## config.mk

```make
export PLATFORM = sky130hd
export DESIGN_NAME = fpResultSelect
export DESIGN_NICKNAME = d
export VERILOG_FILES = /design/src/rtl/fpResultPkg.sv /design/src/rtl/resultBusIf.sv /design/src/rtl/resultDecode.sv /design/src/rtl/formatLane.sv /design/src/rtl/resultDrain.sv /design/src/rtl/fpResultSelect.sv
export SDC_FILE = /design/constraint.sdc
export NUM_CORES = 1
export LEC_CHECK = 0
export BUFFER_PORTS_ARGS = -buffer_cell sky130_fd_sc_hd__buf_2
export CAP_MARGIN = 20
export CORE_UTILIZATION = 45
export CTS_BUF_LIST = sky130_fd_sc_hd__clkbuf_4
export CTS_CLUSTER_SIZE = 30
export DETAILED_ROUTE_END_ITERATION = 6
export MAX_ROUTING_LAYER = met4
export PLACE_DENSITY = 0.74
export SLEW_MARGIN = 10
export SYNTH_ARGS = -nofsm -noshare
export SYNTH_HDL_FRONTEND = slang
export SYNTH_SLANG_ARGS = --single-unit
```

## constraint.sdc

```tcl
create_clock -name clk -period 8.7 [get_ports clk]
set_input_delay 1.305 -clock clk [delete_from_list [all_inputs] [get_ports clk]]
set_output_delay 1.305 -clock clk [all_outputs]
set_load 0.03 [all_outputs]
```

## src/rtl/fpResultPkg.sv

```systemverilog
`default_nettype none

package fpResultPkg;

    ////////////////////
    // widths
    ////////////////////

    localparam int FLEN   = 64;  // result word, wide enough for double
    localparam int NEMAX  = 11;  // widest exponent field
    localparam int NFMAX  = 52;  // widest fraction field
    localparam int NUMFMT = 3;

    ////////////////////
    // encodings
    ////////////////////

    // result format, also the lane index at the top level
    typedef enum logic [1:0] {
        FMT_SINGLE = 2'd0,
        FMT_DOUBLE = 2'd1,
        FMT_HALF   = 2'd2
    } fmtT;

    typedef enum logic [2:0] {
        RNE = 3'd0,  // nearest, ties to even
        RZ  = 3'd1,  // toward zero
        RD  = 3'd2,  // toward -inf
        RU  = 3'd3,  // toward +inf
        RMM = 3'd4   // nearest, ties to max magnitude
    } roundModeT;

    // result class, listed in priority order
    typedef enum logic [2:0] {
        SEL_XNAN,
        SEL_YNAN,
        SEL_INVALID,
        SEL_OVF,
        SEL_UNF,
        SEL_NORM
    } selT;

    typedef logic [FLEN-1:0] resultT;

    ////////////////////
    // per format fields
    ////////////////////

    // indexed by fmtT: single, double, half
    localparam int FMT_NE [NUMFMT] = '{8, 11, 5};
    localparam int FMT_NF [NUMFMT] = '{23, 52, 10};

endpackage

`default_nettype wire

```

## src/rtl/resultBusIf.sv

```systemverilog
`default_nettype none

// one decoded beat, held for a cycle between decoder and drain
interface resultBusIf;
    import fpResultPkg::*;

    logic             valid;
    fmtT              fmt;
    selT              sel;
    logic             sign;
    logic             ofMax;   // overflow gives max finite instead of inf
    logic             unfLsb;  // lsb of the underflow result
    logic [NEMAX-1:0] exp;
    logic [NFMAX-1:0] frac;
    logic [NFMAX-1:0] xFrac;   // operand fractions for nan payloads
    logic [NFMAX-1:0] yFrac;

    modport source (
        output valid, fmt, sel, sign, ofMax, unfLsb,
        output exp, frac, xFrac, yFrac
    );

    // lanes only need the fields, not the handshake
    modport lane (
        input sel, sign, ofMax, unfLsb,
        input exp, frac, xFrac, yFrac
    );

    modport drain (
        input valid, fmt
    );

endinterface

`default_nettype wire

```

## src/rtl/resultDecode.sv

```systemverilog
`default_nettype none

module resultDecode (
    input  logic                               clk,
    input  logic                               rstN,
    input  logic                               inValid,
    input  logic                               xNaN,
    input  logic                               yNaN,
    input  logic                               invalid,
    input  logic                               overflow,
    input  logic                               infIn,
    input  logic                               divByZero,
    input  logic                               expNeg,     // exponent went below range
    input  logic                               plus1,      // rounding added one
    input  logic                               resSign,
    input  fpResultPkg::fmtT                   fmt,
    input  fpResultPkg::roundModeT             roundMode,
    input  logic [fpResultPkg::NEMAX-1:0]      resExp,
    input  logic [fpResultPkg::NFMAX-1:0]      resFrac,
    input  logic [fpResultPkg::NFMAX-1:0]      xFrac,
    input  logic [fpResultPkg::NFMAX-1:0]      yFrac,
    resultBusIf.source                         bus
);
    import fpResultPkg::*;

    selT  selNext;
    logic ofMaxNext;
    logic unfLsbNext;

    ////////////////////
    // classify the beat
    ////////////////////

    // first true class wins, nan from x beats everything
    always_comb begin
        if (xNaN) begin
            selNext = SEL_XNAN;
        end else if (yNaN) begin
            selNext = SEL_YNAN;
        end else if (invalid) begin
            selNext = SEL_INVALID;
        end else if (overflow | divByZero | infIn) begin
            selNext = SEL_OVF;
        end else if (expNeg) begin
            selNext = SEL_UNF;
        end else begin
            selNext = SEL_NORM;
        end
    end

    // rounding toward zero magnitude saturates at max finite,
    // but a true infinity or a divide by zero always stays infinite
    assign ofMaxNext = ~infIn & ~divByZero &
                       ((roundMode == RZ) |
                        ((roundMode == RD) & ~resSign) |
                        ((roundMode == RU) & resSign));

    // directed modes keep the rounded-up lsb, nearest modes flush to zero
    assign unfLsbNext = plus1 & ((roundMode == RD) | (roundMode == RU));

    ////////////////////
    // beat register
    ////////////////////

    always_ff @(posedge clk) begin
        if (!rstN) begin
            bus.valid <= 1'b0;
        end else begin
            bus.valid <= inValid;
        end
    end

    always_ff @(posedge clk) begin
        if (inValid) begin
            bus.fmt    <= fmt;
            bus.sel    <= selNext;
            bus.sign   <= resSign;
            bus.ofMax  <= ofMaxNext;
            bus.unfLsb <= unfLsbNext;
            bus.exp    <= resExp;
            bus.frac   <= resFrac;
            bus.xFrac  <= xFrac;   // payloads kept even when unused
            bus.yFrac  <= yFrac;
        end
    end

endmodule

`default_nettype wire

```

## src/rtl/formatLane.sv

```systemverilog
`default_nettype none

module formatLane #(
    parameter int NE = 8,
    parameter int NF = 23
) (
    resultBusIf.lane              bus,
    output fpResultPkg::resultT   candidate
);
    import fpResultPkg::*;

    localparam int Len = 1 + NE + NF;

    // ones above the format, zero mask for double
    localparam resultT PadMask = ~((resultT'(1) << Len) - 1);

    logic [Len-1:0] word;
    logic [Len-1:0] xNanRes;
    logic [Len-1:0] yNanRes;
    logic [Len-1:0] invalidRes;
    logic [Len-1:0] ofRes;
    logic [Len-1:0] ufRes;
    logic [Len-1:0] normRes;

    ////////////////////
    // nan results
    ////////////////////

    // quiet bit forced, payload is the operand fraction after its first bit
    assign xNanRes = {1'b0, {NE{1'b1}}, 1'b1, bus.xFrac[NFMAX-2 -: NF-1]};
    assign yNanRes = {1'b0, {NE{1'b1}}, 1'b1, bus.yFrac[NFMAX-2 -: NF-1]};
    assign invalidRes = {1'b0, {NE{1'b1}}, 1'b1, {(NF-1){1'b0}}};  // canonical nan

    ////////////////////
    // range results
    ////////////////////

    assign ofRes = bus.ofMax ? {bus.sign, {(NE-1){1'b1}}, 1'b0, {NF{1'b1}}}  // max finite
                             : {bus.sign, {NE{1'b1}}, {NF{1'b0}}};           // signed inf

    assign ufRes = {bus.sign, {(Len-2){1'b0}}, bus.unfLsb};  // zero or min subnormal

    // narrow formats take the low exponent bits and the top fraction bits
    assign normRes = {bus.sign, bus.exp[NE-1:0], bus.frac[NFMAX-1 -: NF]};

    always_comb begin
        case (bus.sel)
            SEL_XNAN:    word = xNanRes;
            SEL_YNAN:    word = yNanRes;
            SEL_INVALID: word = invalidRes;
            SEL_OVF:     word = ofRes;
            SEL_UNF:     word = ufRes;
            default:     word = normRes;
        endcase
    end

    // nan-box into the full register width
    assign candidate = PadMask | resultT'(word);

endmodule

`default_nettype wire

```

## src/rtl/resultDrain.sv

```systemverilog
`default_nettype none

module resultDrain #(
    parameter int Depth      = 4,
    parameter int OutCredits = 2
) (
    input  logic                  clk,
    input  logic                  rstN,
    resultBusIf.drain             bus,
    input  fpResultPkg::resultT   candidates [fpResultPkg::NUMFMT],
    input  logic                  outCredit,   // downstream returns one credit
    output logic                  outValid,
    output fpResultPkg::resultT   outRes,
    output logic                  inCredit     // one fifo slot freed
);
    import fpResultPkg::*;

    localparam int PtrW  = (Depth > 1) ? $clog2(Depth) : 1;
    localparam int CntW  = $clog2(Depth + 1);
    localparam int CredW = $clog2(OutCredits + 1);

    resultT           mem [Depth];
    logic [PtrW-1:0]  wrPtr;
    logic [PtrW-1:0]  rdPtr;
    logic [CntW-1:0]  count;
    logic [CredW-1:0] credits;
    logic             push;
    logic             pop;

    // upstream credits keep the fifo from overflowing
    assign push = bus.valid;
    assign pop  = (count != '0) && (credits != '0);

    ////////////////////
    // fifo storage
    ////////////////////

    always_ff @(posedge clk) begin
        if (push) begin
            mem[wrPtr] <= candidates[bus.fmt];  // lane for this beat's format
        end
    end

    always_ff @(posedge clk) begin
        if (!rstN) begin
            wrPtr <= '0;
            rdPtr <= '0;
            count <= '0;
        end else begin
            if (push) begin
                wrPtr <= (wrPtr == PtrW'(Depth - 1)) ? '0 : wrPtr + 1'b1;
            end
            if (pop) begin
                rdPtr <= (rdPtr == PtrW'(Depth - 1)) ? '0 : rdPtr + 1'b1;
            end
            case ({push, pop})
                2'b10:   count <= count + 1'b1;
                2'b01:   count <= count - 1'b1;
                default: count <= count;      // idle or push and pop together
            endcase
        end
    end

    ////////////////////
    // output credits
    ////////////////////

    always_ff @(posedge clk) begin
        if (!rstN) begin
            credits <= CredW'(OutCredits);
        end else begin
            case ({pop, outCredit})
                2'b10:   credits <= credits - 1'b1;
                2'b01:   credits <= credits + 1'b1;
                default: credits <= credits;  // send and return cancel
            endcase
        end
    end

    // registered output, one result per pop
    always_ff @(posedge clk) begin
        if (!rstN) begin
            outValid <= 1'b0;
            inCredit <= 1'b0;
        end else begin
            outValid <= pop;
            inCredit <= pop;
        end
    end

    always_ff @(posedge clk) begin
        if (pop) begin
            outRes <= mem[rdPtr];
        end
    end

endmodule

`default_nettype wire

```

## src/rtl/fpResultSelect.sv

```systemverilog
`default_nettype none

module fpResultSelect #(
    parameter int Depth      = 4,  // fifo entries and initial upstream credits
    parameter int OutCredits = 2
) (
    input  logic                               clk,
    input  logic                               rstN,
    input  logic                               inValid,
    input  logic                               xNaN,
    input  logic                               yNaN,
    input  logic                               invalid,
    input  logic                               overflow,
    input  logic                               infIn,
    input  logic                               divByZero,
    input  logic                               expNeg,
    input  logic                               plus1,
    input  logic                               resSign,
    input  fpResultPkg::fmtT                   fmt,
    input  fpResultPkg::roundModeT             roundMode,
    input  logic [fpResultPkg::NEMAX-1:0]      resExp,
    input  logic [fpResultPkg::NFMAX-1:0]      resFrac,
    input  logic [fpResultPkg::NFMAX-1:0]      xFrac,
    input  logic [fpResultPkg::NFMAX-1:0]      yFrac,
    input  logic                               outCredit,
    output logic                               outValid,
    output fpResultPkg::resultT                outRes,
    output logic                               inCredit
);
    import fpResultPkg::*;

    resultBusIf resBus ();

    resultT candidates [NUMFMT];  // one boxed word per format

    resultDecode decode_i (
        .clk       (clk),
        .rstN      (rstN),
        .inValid   (inValid),
        .xNaN      (xNaN),
        .yNaN      (yNaN),
        .invalid   (invalid),
        .overflow  (overflow),
        .infIn     (infIn),
        .divByZero (divByZero),
        .expNeg    (expNeg),
        .plus1     (plus1),
        .resSign   (resSign),
        .fmt       (fmt),
        .roundMode (roundMode),
        .resExp    (resExp),
        .resFrac   (resFrac),
        .xFrac     (xFrac),
        .yFrac     (yFrac),
        .bus       (resBus)
    );

    // lane i builds the result for format code i
    for (genvar i = 0; i < NUMFMT; i++) begin : genLane
        formatLane #(
            .NE (FMT_NE[i]),
            .NF (FMT_NF[i])
        ) lane_i (
            .bus       (resBus),
            .candidate (candidates[i])
        );
    end

    resultDrain #(
        .Depth      (Depth),
        .OutCredits (OutCredits)
    ) drain_i (
        .clk        (clk),
        .rstN       (rstN),
        .bus        (resBus),
        .candidates (candidates),
        .outCredit  (outCredit),
        .outValid   (outValid),
        .outRes     (outRes),
        .inCredit   (inCredit)
    );

endmodule

`default_nettype wire

```

==> out/results.ini, run 1 <==
[outcome]
run_status = finished clean

[floorplanning]
std_cell_rows = 75
dieArea_um2 = 43590
die_width_um = 208.8
core_area_um2 = 42040
design.portCount = 251
dieHeight_um = 208.8
start_util = 0.4577

[placed_design]
place_inst = 1739
placement.io_buffers = 248
detailedPlacementHpwl_um = 28050
placer_s_final_routability_congestion_estimate = 0.8157

[yosys]
postSynthCellCount = 1005
synth.top_cell.area_share = 0.7694
synth_top_flop_cell = edfxtp_1
synth_compound_gate_area_share = 0.07770
synth.top_cells.by_area = edfxtp_1, mux4_2, dfxtp_1
synth_simple_gate_area_frac = 0.03947
synthesis.yosys.warnings = 0
dominant_combinational_cell_family_by_area_after_synthesis = compound AO/OA/AOI/OAI gates
netlist-cell-type-count = 60
synthesis.nets = 1198
seq_total_area_yosys = 0.7808
synth_largest_area_cell = edfxtp_1
ys_async_sr_fraction = 0
syn-mean-instance-area_um2 = 19.15
post_synth_xor_area_fraction = 0.002276
synth_mux_area_frac = 0.07699
synth_adder_area_share = 0.005592
number_of_synthesized_register_bits = 504
netlist_area_um2 = 19240
synth_enable_flop_cells = 493

[finish]
instances_no_fill = 1959
n_fill_cell = 3406
area.growth.synth_to_final_pct = 17.48
finish.net_count = 1525
drive_gt1_frac = 0.3832

[hold_path]
min_path_type = flop to flop
hold_path.startpoint = drain_i.count[2]

[sta]
slew-limit-headroom = 0.2738
portion_of_the_clock_cycle_consumed_by_the_worst_path_in_the_final_layout = 0.3759
fmax_mhz = 305.8
worst_slew_pin_slew_ns = 1.089
finalHoldViolations = 0
clock-skew-final_ns = 0.03950
slew_violations = 0
fin_setup_tns_ns = 0
finalSetupViolCount = 0
unrepaired_setup_endpoints_after_global_routing = false
layout_min_cycle_time_ns = 3.270

[worst_setup_path]
critical_path_required_ns = 9.15
critical_path.max_stage_delay_ns = 0.66
crit_path_end_kind = flop
cp-startpoint = decode_i.bus.sel[2]
critical_path.reg2reg.startpoint = decode_i.bus.sel[2]
reg2regPathDepth = 6
crit_slowest_cell = clkinv_1
worst_path_most_repeated_cell = buf_4
critPathArrivalTime_ns = 3.72
crit_path_category = flop to flop
worst_r2r_endpoint = drain_i.mem[1][11]
critPathLaunchType = flop
setup.reg_to_reg.worst_slack_ns = 5.43
crit_path_max_fanout = 36
critical_path.endpoint = drain_i.mem[1][11]
cp_cell_sequence = buf_4, clkinv_1, buf_4, a22o_1, a32oi_1, o22ai_1

[clocking]
post-cts-setup-buffers = 0
cts_tree = done
hold_buffers = 0
post_cts_resized = 0
cts_made_buffers = 130
path_clk_slew_ns = 0.06
clock-sinks = 504
ctsRootBufferMaster = clkbuf_4
cts-root-to-sink-buffers = 3
cts-htree-levels = 4
clk_latency_worst_skew_pair_ns = 0.80

[global_routing]
pin_count_of_the_biggest_net_entering_global_routing = 90
grt_usage = 0.2125
initial_antenna_violation_count = 3
overflow = 0
via_count_of_the_first_global_routing_pass = 11130
grt_first_pass_wirelength_um = 65000

[power]
leakage_nw = 7.904
ir_drop_mv = 0.2205
power.density_cell_area_nw_per_um2 = 289.9

[drt]
mean_routed_wirelength_per_cell_um = 22.66
drc_errors = 0
drtAntennaViolNets = 0
drt_first_iter_violations = 836
routed_wirelength_um = 44390
drt-vias-per-instance = 5.540
detail_route.first_pass.iterations = 5
vias = 10850

[run]
maximum_capacitance_violations = 0

## cells in the mapped netlist, types with 4 or more instances
master,n
inv_1,8
ha_1,7
o22ai_1,11
o21a_1,15
a32o_1,8
a21o_1,9
nand2b_1,18
a32oi_1,6
or2_2,4
mux4_2,64
clkbuf_1,36
nor2b_1,4
nand3_1,12
nand2_1,27
o211ai_1,24
a22oi_1,27
a41o_1,6
a22o_1,12
xor2_1,4
mux2i_1,4
edfxtp_1,493
o21ai_0,23
nor2_1,21
buf_1,4
nand4_1,8
a21oi_1,22
buf_2,21
a31oi_1,14
dfxtp_1,11
or2_1,13
and2_1,6
o221ai_1,10
a2bb2oi_1,6
## state kept, by name (all words and copies together) (netlist names), 2 cells and up
register,cells
decode_i.bus.yFrac,51
drain_i.rdPtr,2
drain_i.count,3
decode_i.bus.exp,11
decode_i.bus.frac,52
decode_i.bus.sel,3
drain_i.outRes,64
drain_i.mem,256
drain_i.credits,2
decode_i.bus.fmt,2
decode_i.bus.xFrac,51
drain_i.wrPtr,2
## through the flow
step                      utilization  power (W)  worst slack (ns)  instance area (um2)  hold WS (ns)
after global routing           0.5376   0.006850             5.313                22600        0.5490
after detailed placement       0.4991   0.004658             5.350                20980        0.4963
final                          0.5377   0.006552             5.430                22610        0.5161
after global placement         0.4991   0.004625             5.366                20980        0.4796
after CTS                      0.5375   0.006647             5.442                22600        0.5154
after floorplan                     -   0.004160             5.433                19240        0.4580
## worst max-delay path: cells and delay by family (launching register included)
| kind | cells | cell delay, ns |
|---|---|---|
| flops | 1 | 0.32 |
| buf+inv | 3 | 1.47 |
| compound gates | 3 | 1.13 |
## power by group
part	switching (W)	leakage [nW]	internal, W	total (W)
clock	0.000899	0.969	0.00108	0.00198
sequential	0.000147	4.71	0.00308	0.00323
combinational	0.000891	2.23	0.000455	0.00135
total	0.00194	7.90	0.00462	0.00655
## final cells by class
cell class / instances / area [um2] / area share
clock buffers: 182 / 1366 / 0.06044
flip-flops and latches: 504 / 15030 / 0.6650
diodes: 3 / 7.507 / 0.0003321
inverters: 11 / 42.54 / 0.001882
clock inverters: 35 / 247.7 / 0.01096
multi-input cells: 425 / 3897 / 0.1724
repair buffers: 260 / 1338 / 0.05917
well taps: 539 / 674.4 / 0.02983
## how the worst min path moves through the flow
stage                        to  slack (ns)  cells after the start
3_3_place_gp   drain_i.count[2]        0.48                      2
5_1_grt        drain_i.count[2]        0.55                      2
6_report       drain_i.count[2]        0.52                      2
3_5_place_dp   drain_i.count[2]        0.50                      2
4_1_cts        drain_i.wrPtr[0]        0.52                      2
2_1_floorplan  drain_i.count[2]        0.46                      2
## metal layers
layer / routed length (um) / vias to the layer above / share of wire / GRT usage
met5: 0 / - / 0 / -
met4: 1678 / 0 / 0.038 / 0.1133
met3: 3252 / 86 / 0.073 / 0.04433
met2: 20640 / 536 / 0.46 / 0.3082
met1: 18820 / 5361 / 0.42 / 0.2835
li1: - / 4869 / - / -
## logic make-up after synthesis
family	count (synthesis)
mux	68
fa+ha+maj	8
flops	504
compound gates	206
buf+inv	76
simple gates	138
xor+xnor	5
## cells in the final DEF, fill, tap and decap left out, drive strengths merged, types with 6 or more instances in the layout
cell type / instances
a41o: 6
mux4: 64
dfxtp: 11
a32o: 8
ha: 7
nand3: 13
o211ai: 24
a21oi: 23
nand4: 8
buf: 260
clkinv: 29
clkbuf: 182
o21a: 15
a22oi: 27
inv: 12
nand2: 27
nand2b: 18
a2bb2oi: 6
a32oi: 6
edfxtp: 493
o221ai: 10
nor2: 23
or2: 17
a21o: 9
o22ai: 11
a31oi: 14
o21ai: 24
a22o: 12
and2: 6
(Power assumes the default switching activity.)
==> inputs of run 2 (changes only) <==
Clock period 8.7 ns to 3.2 ns, I/O delays scaled along.
==> out/results.ini, run 2 (synthesized netlist as in run 1, its figures left out) <==
[sta]
fmax_mhz = 386.4
worst_slew_pin_slew_ns = 0.9153
finalSetupViolCount = 0
clock-skew-final_ns = 0.04542
finalHoldViolations = 0
slew_violations = 0
fin_setup_tns_ns = 0
layout_min_cycle_time_ns = 2.588
portion_of_the_clock_cycle_consumed_by_the_worst_path_in_the_final_layout = 0.8087
slew-limit-headroom = 0.3898
unrepaired_setup_endpoints_after_global_routing = false

[placed_design]
placement.io_buffers = 248
detailedPlacementHpwl_um = 30140
placer_s_final_routability_congestion_estimate = 0.8290

[worst_setup_path]
cp_cell_sequence = or3b_1, or2_1, a31oi_1, o22ai_1
crit_path_category = flop to flop
worst_r2r_endpoint = drain_i.mem[0][16]
crit_path_end_kind = flop
crit_slowest_cell = or3b_1
setup.reg_to_reg.worst_slack_ns = 0.61
critical_path.n_buffers_inverters = 0
critPathArrivalTime_ns = 3.07
reg2regPathDepth = 4
crit_path_max_fanout = 19
critical_path.reg2reg.startpoint = decode_i.bus.sel[1]
crit_family = simple AND/OR/NAND/NOR gates
critPathLaunchType = flop
critical_path_required_ns = 3.68
critical_path.max_stage_delay_ns = 0.74

[power]
pwr-share-seq = 0.481
clock_power_share = 0.297
netSwitchingPower_w = 0.005486
power.internal_w = 0.01262
fin_total_pwr_w = 0.01811
p_comb_frac = 0.222
leakage_nw = 8.748
power.share.switching = 0.3030
ir_drop_mv = 0.7184
power.density_cell_area_nw_per_um2 = 736.3

[finish]
drive_gt1_frac = 0.3434
regMostFlops = drain_i.mem
area.growth.synth_to_final_pct = 27.80
largest_register_ffs = 256
largestRegisters = drain_i.mem (256), drain_i.outRes (64), decode_i.bus.frac (52)
leading_cell_types_in_the_layout_fill_and_taps_excluded = edfxtp_1, buf_2, clkbuf_4, dlygate4sd3_1, mux4_2
finish.net_count = 1721
final_common_cell = edfxtp_1
n_fill_cell = 3079

[clocking]
path_clk_slew_ns = 0.08
clk_latency_worst_skew_pair_ns = 0.83
cts-htree-levels = 4
post-cts-setup-buffers = 0
clock-sinks = 504
cts-root-to-sink-buffers = 3
cts_tree = done
cts_made_buffers = 130
ctsRootBufferMaster = clkbuf_4

[outcome]
run_status = finished clean

[floorplanning]
std_cell_rows = 75
dieArea_um2 = 43590
design.portCount = 251
dieHeight_um = 208.8
die_width_um = 208.8
start_util = 0.4577
core_area_um2 = 42040

[drt]
routed_wirelength_um = 50420
mean_routed_wirelength_per_cell_um = 23.29
drc_errors = 0
drtAntennaViolNets = 0
drt-vias-per-instance = 5.552
detail_route.first_pass.iterations = 6
vias = 12020
drt_first_iter_violations = 1032

[run]
maximum_capacitance_violations = 0

[global_routing]
pin_count_of_the_biggest_net_entering_global_routing = 73
overflow = 0
via_count_of_the_first_global_routing_pass = 12600
grt_first_pass_wirelength_um = 75770
initial_antenna_violation_count = 1
grt_usage = 0.2442

[hold_path]
worstHoldEndpoint = decode_i.bus.unfLsb
min_path_type = input pin to flop
hold_path.startpoint = roundMode[1]
cell_count_of_the_worst_hold_path = 2

[run 2: cell count changes in the layout (fill, tap and decap cells not counted), sizes merged]
cell / previous run / this run
inv: 12 / 14
buf: 260 / 281
clkinv: 29 / 46
diode: 3 / 1
clkinvlp: 1 / 2
dlygate4sd3: 0 / 175
clkbuf: 182 / 175
bufinv: 4 / 3
[run 2: repair_timing]
action / CTS / global route
endpoints found under the setup margin: 0 / 0
hold endpoints to repair: 175 / 0
gates resized for setup: 0 / 0
hold buffers: 175 / 0
[run 2: final cells by class]
type                            count  area (um2)  share of cell area
Multi-Input combinational cell    425        3900              0.1586
Sequential cell                   504       15030              0.6112
Antenna cell                        1       2.502           0.0001018
Clock buffer                      175        1314             0.05342
Tap cell                          539       674.4             0.02742
Timing Repair Buffer              456        3334              0.1356
Inverter                           11       45.04            0.001832
Clock inverter                     54       291.5             0.01186
[run 2: worst max-delay path by stage]
| stage | startpoint | slack [ns] | cells past startpoint | to |
|---|---|---|---|---|
| after floorplan | drain_i.count[0] | 0.14 | 8 | drain_i.count[2] |
| after global placement | decode_i.bus.sel[0] | 0.73 | 5 | drain_i.mem[0][11] |
| after detailed placement | decode_i.bus.sel[0] | 0.66 | 5 | drain_i.mem[0][11] |
| after CTS | decode_i.bus.sel[0] | 0.68 | 5 | drain_i.mem[2][11] |
| after global routing | decode_i.bus.sel[0] | 0.56 | 5 | drain_i.mem[3][11] |
| final | decode_i.bus.sel[1] | 0.61 | 4 | drain_i.mem[0][16] |
[run 2: through the flow]
stage                     cells  cell area [um2]  hold slack [ns]    util  setup WS (ns)
after floorplan            1005            19250           0.4692       -         0.1373
after global placement     1760            21230           0.4868  0.5050         0.7348
after detailed placement   1760            21230           0.5018  0.5050         0.6636
after CTS                  2164            24590          0.02188  0.5849         0.6781
after global routing       2165            24590          0.06410  0.5849         0.5644
final                      2165            24590           0.1199  0.5849         0.6123
[run 2: worst register-to-register path, cell delays in order, from the launching register on]
cell,delay (ns)
edfxtp_1,0.41
or3b_1,0.74
or2_1,0.40
a31oi_1,0.46
o22ai_1,0.25
[run 2: per-layer routing]
metal	GRT usage	up-vias	wire length [um]	share of wire
li1	-	5282	-	-
met1	0.3218	5941	20270	0.40
met2	0.3725	696	24100	0.48
met3	0.04704	101	4395	0.087
met4	0.1052	0	1657	0.033
met5	-	-	0	0
[run 2: power by group through the flow]
stage / logic [W] / clock network [W] / registers [W]
floorplan: 0.00176 / 0 / 0.00955
global placement: 0.00382 / 0 / 0.00885
detailed placement: 0.00389 / 0 / 0.00887
CTS: 0.00406 / 0.00544 / 0.00873
global route: 0.00429 / 0.00586 / 0.00878
finish: 0.00401 / 0.00538 / 0.00871
